$ cat src/knight_pkg.sv
`default_nettype none

package knight_pkg;

  ////////////////////////////////////////////////////////////
  // Widths and limits
  ////////////////////////////////////////////////////////////

  localparam int HEAD_W  = 12;  // Gyro heading and PID error width
  localparam int FRWRD_W = 10;  // Forward speed register width

  // Error must sit strictly inside +/- this to start a move
  localparam logic signed [HEAD_W-1:0] ERR_BAND = 12'sh02C;

  // Forward speed steps, one per heading_rdy
  localparam logic [FRWRD_W-1:0] INC_FAST = 10'h020;  // Ramp up, short sims
  localparam logic [FRWRD_W-1:0] DEC_FAST = 10'h040;  // Ramp down, short sims
  localparam logic [FRWRD_W-1:0] INC_SLOW = 10'h003;  // Ramp up, real robot
  localparam logic [FRWRD_W-1:0] DEC_SLOW = 10'h006;  // Ramp down, real robot

  // Side IR nudge, left adds it and right subtracts it
  localparam logic signed [HEAD_W-1:0] NUDGE_FAST = 12'sh1FF;
  localparam logic signed [HEAD_W-1:0] NUDGE_SLOW = 12'sh05F;

  ////////////////////////////////////////////////////////////
  // Command word
  ////////////////////////////////////////////////////////////

  typedef enum logic [3:0] {
    CAL     = 4'b0010,  // Start gyro calibration
    MOVE    = 4'b0100,  // Plain move
    FANFARE = 4'b0101,  // Move, then charge fanfare
    TOUR    = 4'b0110   // Hand off to tour engine
  } opcode_e;

  typedef struct packed {
    opcode_e    opcode;        // cmd[15:12]
    logic [7:0] heading_code;  // cmd[11:4], upper byte of heading
    logic [3:0] squares;       // cmd[3:0], squares to cover
  } knight_cmd_t;

  ////////////////////////////////////////////////////////////
  // Sensor and status bundles
  ////////////////////////////////////////////////////////////

  typedef struct packed {
    logic lft;   // Left IR, robot drifting right
    logic cntr;  // Centre IR, high over a board line
    logic rght;  // Right IR, robot drifting left
  } ir_t;

  typedef struct packed {
    logic signed [HEAD_W-1:0] err;      // Heading error to PID
    logic                     in_band;  // |err| below ERR_BAND
  } head_stat_t;

endpackage

`default_nettype wire

$ cat src/cmd_proc.sv
`timescale 1ns/1ps
`default_nettype none

module cmd_proc #(
  parameter bit FAST_SIM = 1'b1  // Picks the large speed steps
) (
  input  logic                             clk,
  input  logic                             rst_n,
  input  knight_pkg::knight_cmd_t          cmd,          // Command word from link
  input  logic                             cmd_rdy,      // Command waiting
  input  logic                             cal_done,     // Gyro calibration done
  input  logic                             heading_rdy,  // New gyro reading
  input  knight_pkg::head_stat_t           stat,         // From heading path
  input  logic                             move_done,    // From line counter
  output logic                             load_cmd,     // Latch move fields
  output logic                             clr_cmd_rdy,  // Command consumed
  output logic                             strt_cal,     // Kick gyro calibration
  output logic                             send_resp,    // Command finished
  output logic                             tour_go,      // Kick tour engine
  output logic                             fanfare_go,   // Kick piezo fanfare
  output logic                             moving,       // Robot under way
  output logic [knight_pkg::FRWRD_W-1:0]   frwrd         // Forward speed
);

  import knight_pkg::*;

  typedef enum logic [2:0] {
    IDLE,
    CALIBRATE,
    ALIGN,
    RAMP_UP,
    RAMP_DOWN
  } state_e;

  state_e               state;       // Current state
  state_e               nxt_state;   // Next state
  opcode_e              op_q;        // Opcode of the running move
  logic [FRWRD_W-1:0]   inc_step;    // Ramp up step
  logic [FRWRD_W-1:0]   dec_step;    // Ramp down step
  logic                 frwrd_zero;  // Speed fully down
  logic                 frwrd_max;   // Speed saturated
  logic                 clr_frwrd;   // Restart speed at zero
  logic                 inc_frwrd;   // Ramp up enabled
  logic                 dec_frwrd;   // Ramp down enabled

  ////////////////////////////////////////////////////////////
  // Forward speed register
  ////////////////////////////////////////////////////////////

  assign inc_step = FAST_SIM ? INC_FAST : INC_SLOW;
  assign dec_step = FAST_SIM ? DEC_FAST : DEC_SLOW;

  assign frwrd_zero = (frwrd == '0);
  assign frwrd_max  = &frwrd[FRWRD_W-1 -: 2];  // Top two bits set

  // Steps land once per gyro sample so speed tracks the PID rate
  always_ff @(posedge clk, negedge rst_n) begin
    if (!rst_n)
      frwrd <= '0;
    else if (clr_frwrd)
      frwrd <= '0;
    else if (heading_rdy && inc_frwrd && !frwrd_max)
      frwrd <= frwrd + inc_step;
    else if (heading_rdy && dec_frwrd) begin
      if (frwrd > dec_step)
        frwrd <= frwrd - dec_step;
      else
        frwrd <= '0;                     // Clamp, never wrap
    end
  end

  // Opcode kept so a new cmd on the link cannot change the fanfare choice
  always_ff @(posedge clk, negedge rst_n) begin
    if (!rst_n)
      op_q <= MOVE;
    else if (load_cmd)
      op_q <= cmd.opcode;
  end

  ////////////////////////////////////////////////////////////
  // Command FSM
  ////////////////////////////////////////////////////////////

  always_ff @(posedge clk, negedge rst_n) begin
    if (!rst_n)
      state <= IDLE;
    else
      state <= nxt_state;
  end

  always_comb begin
    nxt_state   = state;
    load_cmd    = 1'b0;
    clr_cmd_rdy = 1'b0;
    strt_cal    = 1'b0;
    send_resp   = 1'b0;
    tour_go     = 1'b0;
    fanfare_go  = 1'b0;
    moving      = 1'b0;
    clr_frwrd   = 1'b0;
    inc_frwrd   = 1'b0;
    dec_frwrd   = 1'b0;

    case (state)
      IDLE: begin
        if (cmd_rdy) begin
          clr_cmd_rdy = 1'b1;                 // Every opcode is consumed
          case (cmd.opcode)
            CAL: begin
              strt_cal  = 1'b1;
              nxt_state = CALIBRATE;
            end
            MOVE, FANFARE: begin
              load_cmd  = 1'b1;               // Side blocks latch fields
              nxt_state = ALIGN;
            end
            TOUR: tour_go = 1'b1;             // Tour engine takes over
            default: nxt_state = IDLE;        // Illegal opcode dropped
          endcase
        end
      end

      CALIBRATE: begin
        if (cal_done) begin
          send_resp = 1'b1;
          nxt_state = IDLE;
        end
      end

      // Hold still until the PID has turned us onto the heading
      ALIGN: begin
        if (stat.in_band) begin
          clr_frwrd = 1'b1;
          nxt_state = RAMP_UP;
        end
      end

      RAMP_UP: begin
        if (move_done) begin
          fanfare_go = (op_q == FANFARE);     // Charge on arrival
          nxt_state  = RAMP_DOWN;
        end else begin
          moving    = 1'b1;
          inc_frwrd = 1'b1;
        end
      end

      RAMP_DOWN: begin
        if (frwrd_zero) begin
          send_resp = 1'b1;                   // Stopped, report done
          nxt_state = IDLE;
        end else begin
          moving    = 1'b1;
          dec_frwrd = 1'b1;
        end
      end

      default: nxt_state = IDLE;
    endcase
  end

endmodule

`default_nettype wire

$ cat src/heading_err.sv
`timescale 1ns/1ps
`default_nettype none

module heading_err #(
  parameter bit FAST_SIM = 1'b1  // Picks the larger nudge
) (
  input  logic                                clk,
  input  logic                                rst_n,
  input  knight_pkg::ir_t                     ir,            // Raw async IR levels
  input  logic signed [knight_pkg::HEAD_W-1:0] heading,      // Gyro heading
  input  logic                                load_cmd,      // Latch new heading
  input  logic [7:0]                          heading_code,  // Command heading byte
  output knight_pkg::head_stat_t              stat
);

  import knight_pkg::*;

  logic [1:0]               lft_sync;         // [1] is the safe copy
  logic [1:0]               rght_sync;        // [1] is the safe copy
  logic signed [HEAD_W-1:0] nudge_mag;        // Nudge size for this build
  logic signed [HEAD_W-1:0] nudge;            // Signed nudge term
  logic signed [HEAD_W-1:0] desired_heading;  // Latched target heading
  logic signed [HEAD_W-1:0] err;              // Raw error
  logic                     in_band;          // Alignment reached

  ////////////////////////////////////////////////////////////
  // Side IR synchronizers
  ////////////////////////////////////////////////////////////

  always_ff @(posedge clk, negedge rst_n) begin
    if (!rst_n) begin
      lft_sync  <= 2'b00;
      rght_sync <= 2'b00;
    end else begin
      lft_sync  <= {lft_sync[0], ir.lft};    // Shift in left sensor
      rght_sync <= {rght_sync[0], ir.rght};  // Shift in right sensor
    end
  end

  ////////////////////////////////////////////////////////////
  // Desired heading
  ////////////////////////////////////////////////////////////

  // Code 0 means due north, otherwise pad the low nibble with ones
  always_ff @(posedge clk, negedge rst_n) begin
    if (!rst_n)
      desired_heading <= '0;
    else if (load_cmd) begin
      if (heading_code == 8'h00)
        desired_heading <= '0;
      else
        desired_heading <= {heading_code, 4'hF};
    end
  end

  ////////////////////////////////////////////////////////////
  // Error and band
  ////////////////////////////////////////////////////////////

  assign nudge_mag = FAST_SIM ? NUDGE_FAST : NUDGE_SLOW;

  // Left wins when both sensors see the edge
  assign nudge = lft_sync[1]  ? nudge_mag  :
                 rght_sync[1] ? -nudge_mag :
                 '0;

  assign err = heading - desired_heading + nudge;  // Wraps like the gyro

  assign in_band = (err > -ERR_BAND) && (err < ERR_BAND);  // Open interval

  assign stat = '{err: err, in_band: in_band};

endmodule

`default_nettype wire

$ cat src/knight_cmd_top.sv
`timescale 1ns/1ps
`default_nettype none

module knight_cmd_top #(
  parameter bit FAST_SIM = 1'b1  // Short ramps and big nudges in simulation
) (
  input  logic                                 clk,
  input  logic                                 rst_n,
  input  knight_pkg::knight_cmd_t              cmd,          // Command word
  input  logic                                 cmd_rdy,      // Command waiting
  input  logic                                 cal_done,     // Gyro calibrated
  input  logic signed [knight_pkg::HEAD_W-1:0] heading,      // Gyro heading
  input  logic                                 heading_rdy,  // Gyro sample strobe
  input  knight_pkg::ir_t                      ir,           // Raw IR levels
  output logic                                 clr_cmd_rdy,
  output logic                                 strt_cal,
  output logic                                 send_resp,
  output logic                                 tour_go,
  output logic                                 fanfare_go,
  output logic                                 moving,
  output logic signed [knight_pkg::HEAD_W-1:0] error,        // To PID
  output logic [knight_pkg::FRWRD_W-1:0]       frwrd         // To PID
);

  import knight_pkg::*;

  logic       load_cmd;   // Move accepted
  head_stat_t stat;       // Heading path result
  logic       move_done;  // Line path result

  heading_err #(.FAST_SIM(FAST_SIM)) u_heading_err (
    .clk          (clk),
    .rst_n        (rst_n),
    .ir           (ir),
    .heading      (heading),
    .load_cmd     (load_cmd),
    .heading_code (cmd.heading_code),
    .stat         (stat)
  );

  square_counter u_square_counter (
    .clk       (clk),
    .rst_n     (rst_n),
    .cntr_ir   (ir.cntr),
    .load_cmd  (load_cmd),
    .squares   (cmd.squares),
    .move_done (move_done)
  );

  cmd_proc #(.FAST_SIM(FAST_SIM)) u_cmd_proc (
    .clk         (clk),
    .rst_n       (rst_n),
    .cmd         (cmd),
    .cmd_rdy     (cmd_rdy),
    .cal_done    (cal_done),
    .heading_rdy (heading_rdy),
    .stat        (stat),
    .move_done   (move_done),
    .load_cmd    (load_cmd),
    .clr_cmd_rdy (clr_cmd_rdy),
    .strt_cal    (strt_cal),
    .send_resp   (send_resp),
    .tour_go     (tour_go),
    .fanfare_go  (fanfare_go),
    .moving      (moving),
    .frwrd       (frwrd)
  );

  assign error = stat.err;  // PID sees the raw error

endmodule

`default_nettype wire

$ cat src/square_counter.sv
`timescale 1ns/1ps
`default_nettype none

module square_counter (
  input  logic       clk,
  input  logic       rst_n,
  input  logic       cntr_ir,    // Raw async centre IR
  input  logic       load_cmd,   // New move, latch squares
  input  logic [3:0] squares,    // Squares from the command
  output logic       move_done   // Enough lines crossed
);

  logic [2:0] cntr_sync;  // [1:0] synchronizer, [2] history
  logic       line_rise;  // Clean rising edge
  logic [3:0] squares_q;  // Latched square count
  logic [4:0] line_cnt;   // Lines seen this move

  ////////////////////////////////////////////////////////////
  // Centre IR synchronizer and edge detect
  ////////////////////////////////////////////////////////////

  always_ff @(posedge clk, negedge rst_n) begin
    if (!rst_n)
      cntr_sync <= 3'b000;
    else
      cntr_sync <= {cntr_sync[1:0], cntr_ir};  // Shift in centre sensor
  end

  assign line_rise = cntr_sync[1] & ~cntr_sync[2];  // Low to high on safe copy

  ////////////////////////////////////////////////////////////
  // Square target and line count
  ////////////////////////////////////////////////////////////

  always_ff @(posedge clk, negedge rst_n) begin
    if (!rst_n)
      squares_q <= 4'h0;
    else if (load_cmd)
      squares_q <= squares;  // Hold for the whole move
  end

  // Saturate so a stray edge storm cannot wrap back to the target
  always_ff @(posedge clk, negedge rst_n) begin
    if (!rst_n)
      line_cnt <= 5'h00;
    else if (load_cmd)
      line_cnt <= 5'h00;                 // Fresh count per move
    else if (line_rise && (line_cnt != 5'h1F))
      line_cnt <= line_cnt + 5'h01;
  end

  // Each square is bounded by two lines
  assign move_done = (line_cnt == {squares_q, 1'b0});

endmodule

`default_nettype wire

$ cat config.mk
export PLATFORM = sky130hd
export DESIGN_NAME = knight_cmd_top
export DESIGN_NICKNAME = d
export VERILOG_FILES = /design/src/knight_pkg.sv /design/src/cmd_proc.sv /design/src/heading_err.sv /design/src/knight_cmd_top.sv /design/src/square_counter.sv
export SDC_FILE = /design/constraint.sdc
export NUM_CORES = 1
export LEC_CHECK = 0
export BUFFER_PORTS_ARGS = -buffer_cell sky130_fd_sc_hd__buf_2
export CAP_MARGIN = 15
export CORE_MARGIN = 2
export CORE_UTILIZATION = 35
export CTS_BUF_LIST = sky130_fd_sc_hd__clkbuf_2
export DETAILED_ROUTE_END_ITERATION = 12
export SLEW_MARGIN = 20
export SYNTH_ARGS = -nofsm -noshare
export SYNTH_HDL_FRONTEND = slang
export SYNTH_SLANG_ARGS = --single-unit
$ cat constraint.sdc
create_clock -name clk -period 5.7 [get_ports clk]
set_clock_uncertainty 0.1 [all_clocks]
set_input_delay 0.285 -clock clk [delete_from_list [all_inputs] [get_ports clk]]
set_output_delay 0.285 -clock clk [all_outputs]
set_load 0.05 [all_outputs]
Word level (Yosys, flattened, before mapping). Index checks and enable logic that the tools add are counted.

Bits in registers: 45. Bits in latches: 0. RAM bits: 0. Memory bits (read-only): 0. Input bits: 36. Memories: 0.

Add/subtract/negate cells: 5. $mul: 0. Divide/modulo/power cells: 0. $lt $le $gt $ge: 3. Equal/unequal tests: 17. Shifts and indexed selects: 0. Muxes and demuxes: 39. Bitwise logic cells: 2. Reductions and logical operators: 14.

Operator list (number): $mux 10 (4); $mux 12 (3); $mux 1 (21); $eq 4x3->1 const B (4); $mux 3 (5); $pmux 3 s5 (1); $add 12x12->12 (1); $gt 12x7->1 const B (1); $lt 12x7->1 const B (1); $sub 12x12->12 (1); $add 10x6->10 const B (1); $gt 10x7->1 const B (1); $logic_not 10->1 (1); $mux 5 (2); $ne 2x2->1 const B (5); $sub 10x7->10 const B (1); $pmux 3 s3 (1); $logic_not 8->1 (1); $eq 3x2->1 const B (2); $reduce_and 6->1 (1); $add 5x1->5 const B (1); $eq 5x5->1 (1); $logic_and 1x1->1 (5); $ne 5x5->1 const B (1); other kinds (13) (14).

Longest topological paths before layout.
Depth in word-level cells: 8. Gate-level depth with buffers: 14.

Modules after synthesis. From an unflattened synthesis, not the netlist that was laid out.

Cell total of the unflattened synthesis: 307. Area, all modules: 2976.6 µm².

By module, submodules not included: heading_err (times used 1, cells each 157, area an instance 1437.6 µm², sequential area each 325.3 µm²); cmd_proc (times used 1, cells each 105, area an instance 987.2 µm², sequential area each 301.5 µm²); square_counter (times used 1, cells each 45, area an instance 551.8 µm², sequential area each 300.3 µm²).

Worst setup path before layout. Ideal clock, no wire load.

Path type: register to register. From: register u_heading_err.lft_sync[1]. To: register u_cmd_proc.state[0]. Library setup time: 0.126 ns. Arrival: 4.156 ns. Required time: 5.474 ns. Path slack: 1.318 ns. Stages on the path, launching flop included: 12. Buffers on the path: 0. Period minus slack after synthesis: 4.382 ns. Cells stage by stage: dfrtp_1 inv_1 fa_1 inv_1 ha_1 a2111oi_4 o21ai_2 a41oi_2 o21ai_1 a211oi_1 and4bb_4 o32a_1.

Longest elaborated chain between the ends: 6. Elaborated cells between the ends (all ways): 7. Those cells by class: 1 x add/sub; 2 x order compare; 1 x eq/ne; 1 x mux; 2 x reduce/logical.

Ends and longest elaborated chain: start, declared (line heading_err.sv:18) `logic [1:0] lft_sync;`; start signal, assigned (line heading_err.sv:35) `lft_sync <= {lft_sync[0], ir.lft};`; $mux 12 (*) (line heading_err.sv:63) `assign nudge = lft_sync[1] ? nudge_mag :`; $add 12x12->12 (*) (line heading_err.sv:67) `assign err = heading - desired_heading + nudge;`; net error, one bit (line knight_cmd_top.sv:21) `output logic signed [knight_pkg::HEAD_W-1:0] error,`; $gt 12x7->1 or $lt 12x7->1 (tied branches) (line heading_err.sv:69) `assign in_band = (err > -ERR_BAND) && (err < ERR_BAND);`; $logic_and 1x1->1 (*) (line heading_err.sv:69); $ne 2x2->1 (no line) (*); $reduce_and 6->1 (no line) (*); end signal, assigned (line cmd_proc.sv:88) `state <= nxt_state;`; end, declared (line cmd_proc.sv:35) `state_e state;`.

The timed path passes the listed nets; every way through them passes the cells marked *. A chain may end at the register's enable or synchronous reset.

Worst setup path after layout.
From: register u_heading_err.lft_sync[1]. To: output port error[11] (netlist name).

Longest elaborated chain between the ends: 2.

Ends and longest elaborated chain (line): $mux 12 (heading_err.sv:63); $add 12x12->12 (heading_err.sv:67); end, declared (knight_cmd_top.sv:21).

Every way passes these cells.

==> key figures <==
Setup path
  – Startpoint types: register
  – CP Capture Type: output port
  – Cell repeated most along the worst path: inv_1
  – Critical Path AT: between 3 and 4 ns
  – Max incr delay on CP: 0.49 ns
  – Highest fanout seen on the critical path: 8
  – WP data required: 5.32 ns
  – Worst path cell trace: inv_1 -> fa_1 -> inv_1 -> ha_1 -> a2111oi_4 -> o21ai_2 -> a41oi_2 -> o21ai_1 -> a211oi_1 -> buf_2
  – R2r setup slk: around 2.1 ns
  – CP max-delay cell: fa_1
  – Worst Setup Path Type: reg -> out

Route
  – Routed vias/inst: between 4 and 5
  – 1st-iter DRT viols: 111
  – DRT Pass-1 Iters: 4
  – Final ANT Viol Nets: 0
  – DRC Markers: 0
  – DR WL/cell: roughly 12 um
  – WL final: about 6200 um
  – Via Count: approximately 2400

Die
  – Core area: ~7800 um2
  – Rows: 32
  – Die height: 93.85 um
  – Starting Density: 0.3637
  – IO Pins: 64
  – Die footprint: roughly 8800 um2
  – Chip width: 93.85 um

GRT
  – Initial antenna violation count: 0
  – Grt total ovfl: 0
  – Number of global-route vias before repair: 2272
  – Largest net degree at the start of global routing: 38
  – First-pass GRT wire length: ~10000 um
  – Total Routing Usage GR: 0.1475

Clocking
  – CTS Root Cell: clkbuf_2
  – Resized cells post-CTS: 0
  – Worst-skew pair later-pin latency: ~0.39 ns
  – Clock slew seen by the registers of the worst setup and hold paths: approximately 0.21 ns
  – H-tree lvl count: 2
  – TritonCTS clock tree: built
  – Max Root-Sink Buffers: 2
  – Post-CTS Setup Inserts: 0
  – CTS sink cnt: 37
  – CTS Buf Count: 5

STA
  – Setup_tns: 0 ns
  – Min Tclk post-route: about 3.9 ns
  – Max Slew Vio Count: 0
  – Worst hold slack: 0.1310 ns
  – Worst slew pin tran: 0.8246 ns
  – RSZ-0062 raised after global routing: false
  – Final hold vios: 0
  – Ratio of final minimum period to clock period: 0.6757
  – Finish-stage setup viols: 0
  – Worst slew margin: 0.4503
  – Fmax: about 260 MHz

Status
  – Status: completed

Placement
  – Placer Congestion: between 0.8 and 0.9
  – HPWL after DPL: about 5000 um
  – Port Buf Inserts: between 50 and 60

Cells and area
  – Fill cell count: 796
  – Commonest non-fill, non-tap cell in the layout: buf_2
  – Area Growth Syn to Fin: 21.52%
  – Register area: 927.1 um2
  – Ratio of cells with drive above 1 in the final layout: 0.1855
  – Net count, final: around 460
  – Area of the multi-input gates: 1698 um2
  – Antenna Cells: 0
  – Most frequent cells in the layout: buf_2, nand2_1, inv_1, dfrtp_1, nor2_1

Synth
  – Count of flip-flops with a built-in enable after synthesis: 0
  – Netlist Area Pre-Place: about 2800 um2
  – Sequential share of the synthesized area: 0.3282
  – Ys Warns: 0
  – Synth cell types: 60
  – Post-synthesis register bit count: 37
  – Syn Area/Cell: roughly 9 um2
  – Asr flop ratio synth: 1.000
  – Syn Inst Count: about 320
  – Main flop type after synthesis: dfrtp_1

Flow run
  – Number of max-cap violations: 0

Worst hold path
  – Worst hold-check path type: in -> reg
[cells by family (layout without fill, tap and decap cells)]
family,count (synthesis),count (layout),share of synthesized area
buffers and inverters,52,124,0.07617
multiplexers,5,5,0.01816
other,1,5,0.001327
AO/OA/AOI/OAI,49,49,0.1307
AND/OR/NAND/NOR,135,135,0.2352
flip-flops,37,37,0.3282
XOR/XNOR,14,14,0.04827
adder cells (fa/ha/maj),30,30,0.1621
[state kept, by name (all words and copies together), names as in the netlist]
signal	flops
u_cmd_proc.op_q	4
u_heading_err.lft_sync	2
u_cmd_proc.frwrd	5
u_cmd_proc.state	3
u_square_counter.cntr_sync	3
u_square_counter.line_cnt	5
u_heading_err.rght_sync	2
u_square_counter.squares_q	4
u_heading_err.desired_heading	9
[what timing repair did]
action / CTS / global route
hold endpoints to repair: 51 / 1
setup endpoints to repair: 0 / 0
hold buffers: 16 / 1
[routing by layer]
| layer | global-route usage | wire length [um] | vias to the layer above |
|---|---|---|---|
| met5 | 0 | 0 | - |
| met4 | 0.03623 | 63 | 0 |
| met3 | 0.02970 | 331 | 5 |
| met2 | 0.2345 | 2820 | 52 |
| met1 | 0.2065 | 2984 | 1139 |
| li1 | - | - | 1227 |
[final cells by class]
class / count / share of cell area
Multi-Input combinational cell: 238 / 0.4945
Sequential cell: 37 / 0.2700
Timing Repair Buffer: 75 / 0.1341
Inverter: 41 / 0.04483
Tap cell: 102 / 0.03717
Clock inverter: 3 / 0.01203
Clock buffer: 5 / 0.007289
[cells in the mapped netlist, types with 6 or more instances]
library cell | count | area share
o21ai_0 | 8 | 0.014
nor3_1 | 14 | 0.025
xnor2_1 | 8 | 0.025
nand3_1 | 8 | 0.014
nor2_1 | 21 | 0.028
dfrtp_1 | 36 | 0.32
inv_1 | 41 | 0.054
and2_1 | 6 | 0.013
nand2_1 | 52 | 0.069
fa_1 | 11 | 0.078
a21oi_1 | 11 | 0.019
ha_1 | 19 | 0.084
and3_1 | 9 | 0.020
[final timing paths]
check	from	to	cells after the start
worst max-delay path	u_heading_err.lft_sync[1]$_DFF_PN0_	error[11]	10
worst min-delay path	cmd[13]	u_cmd_proc.state[1]$_DFFE_PN0P_	4
worst max register to register	u_heading_err.lft_sync[1]$_DFF_PN0_	u_cmd_proc.state[0]$_DFFE_PN0P_	11
worst min register to register	u_heading_err.rght_sync[0]$_DFF_PN0_	u_heading_err.rght_sync[1]$_DFF_PN0_	0
max in group asynchronous	rst_n	u_heading_err.desired_heading[9]$_DFFE_PN0P_	2
min in group asynchronous	rst_n	u_heading_err.desired_heading[7]$_DFFE_PN0P_	2
[metrics by stage]
stage,utilization,std cells,setup slack [ns],cell area [um2]
after floorplan,-,327,1.318,2840
final,0.4420,501,1.849,3433
after detailed placement,0.4116,476,2.180,3197
after global routing,0.4420,501,1.514,3433
after global placement,0.4116,476,2.243,3197
after CTS,0.4407,500,1.838,3423
[worst max-delay path: cells and delay by family (launching register included)]
kind / cells / cell delay (ns)
AOI/OAI and AO/OA: 5 / 1.14
adders and majority gates: 2 / 0.79
buffers and inverters: 3 / 0.71
DFF: 1 / 0.43
Power is not shown: default switching activity piles up to over one toggle a cycle in this logic, so the estimate is an artifact.
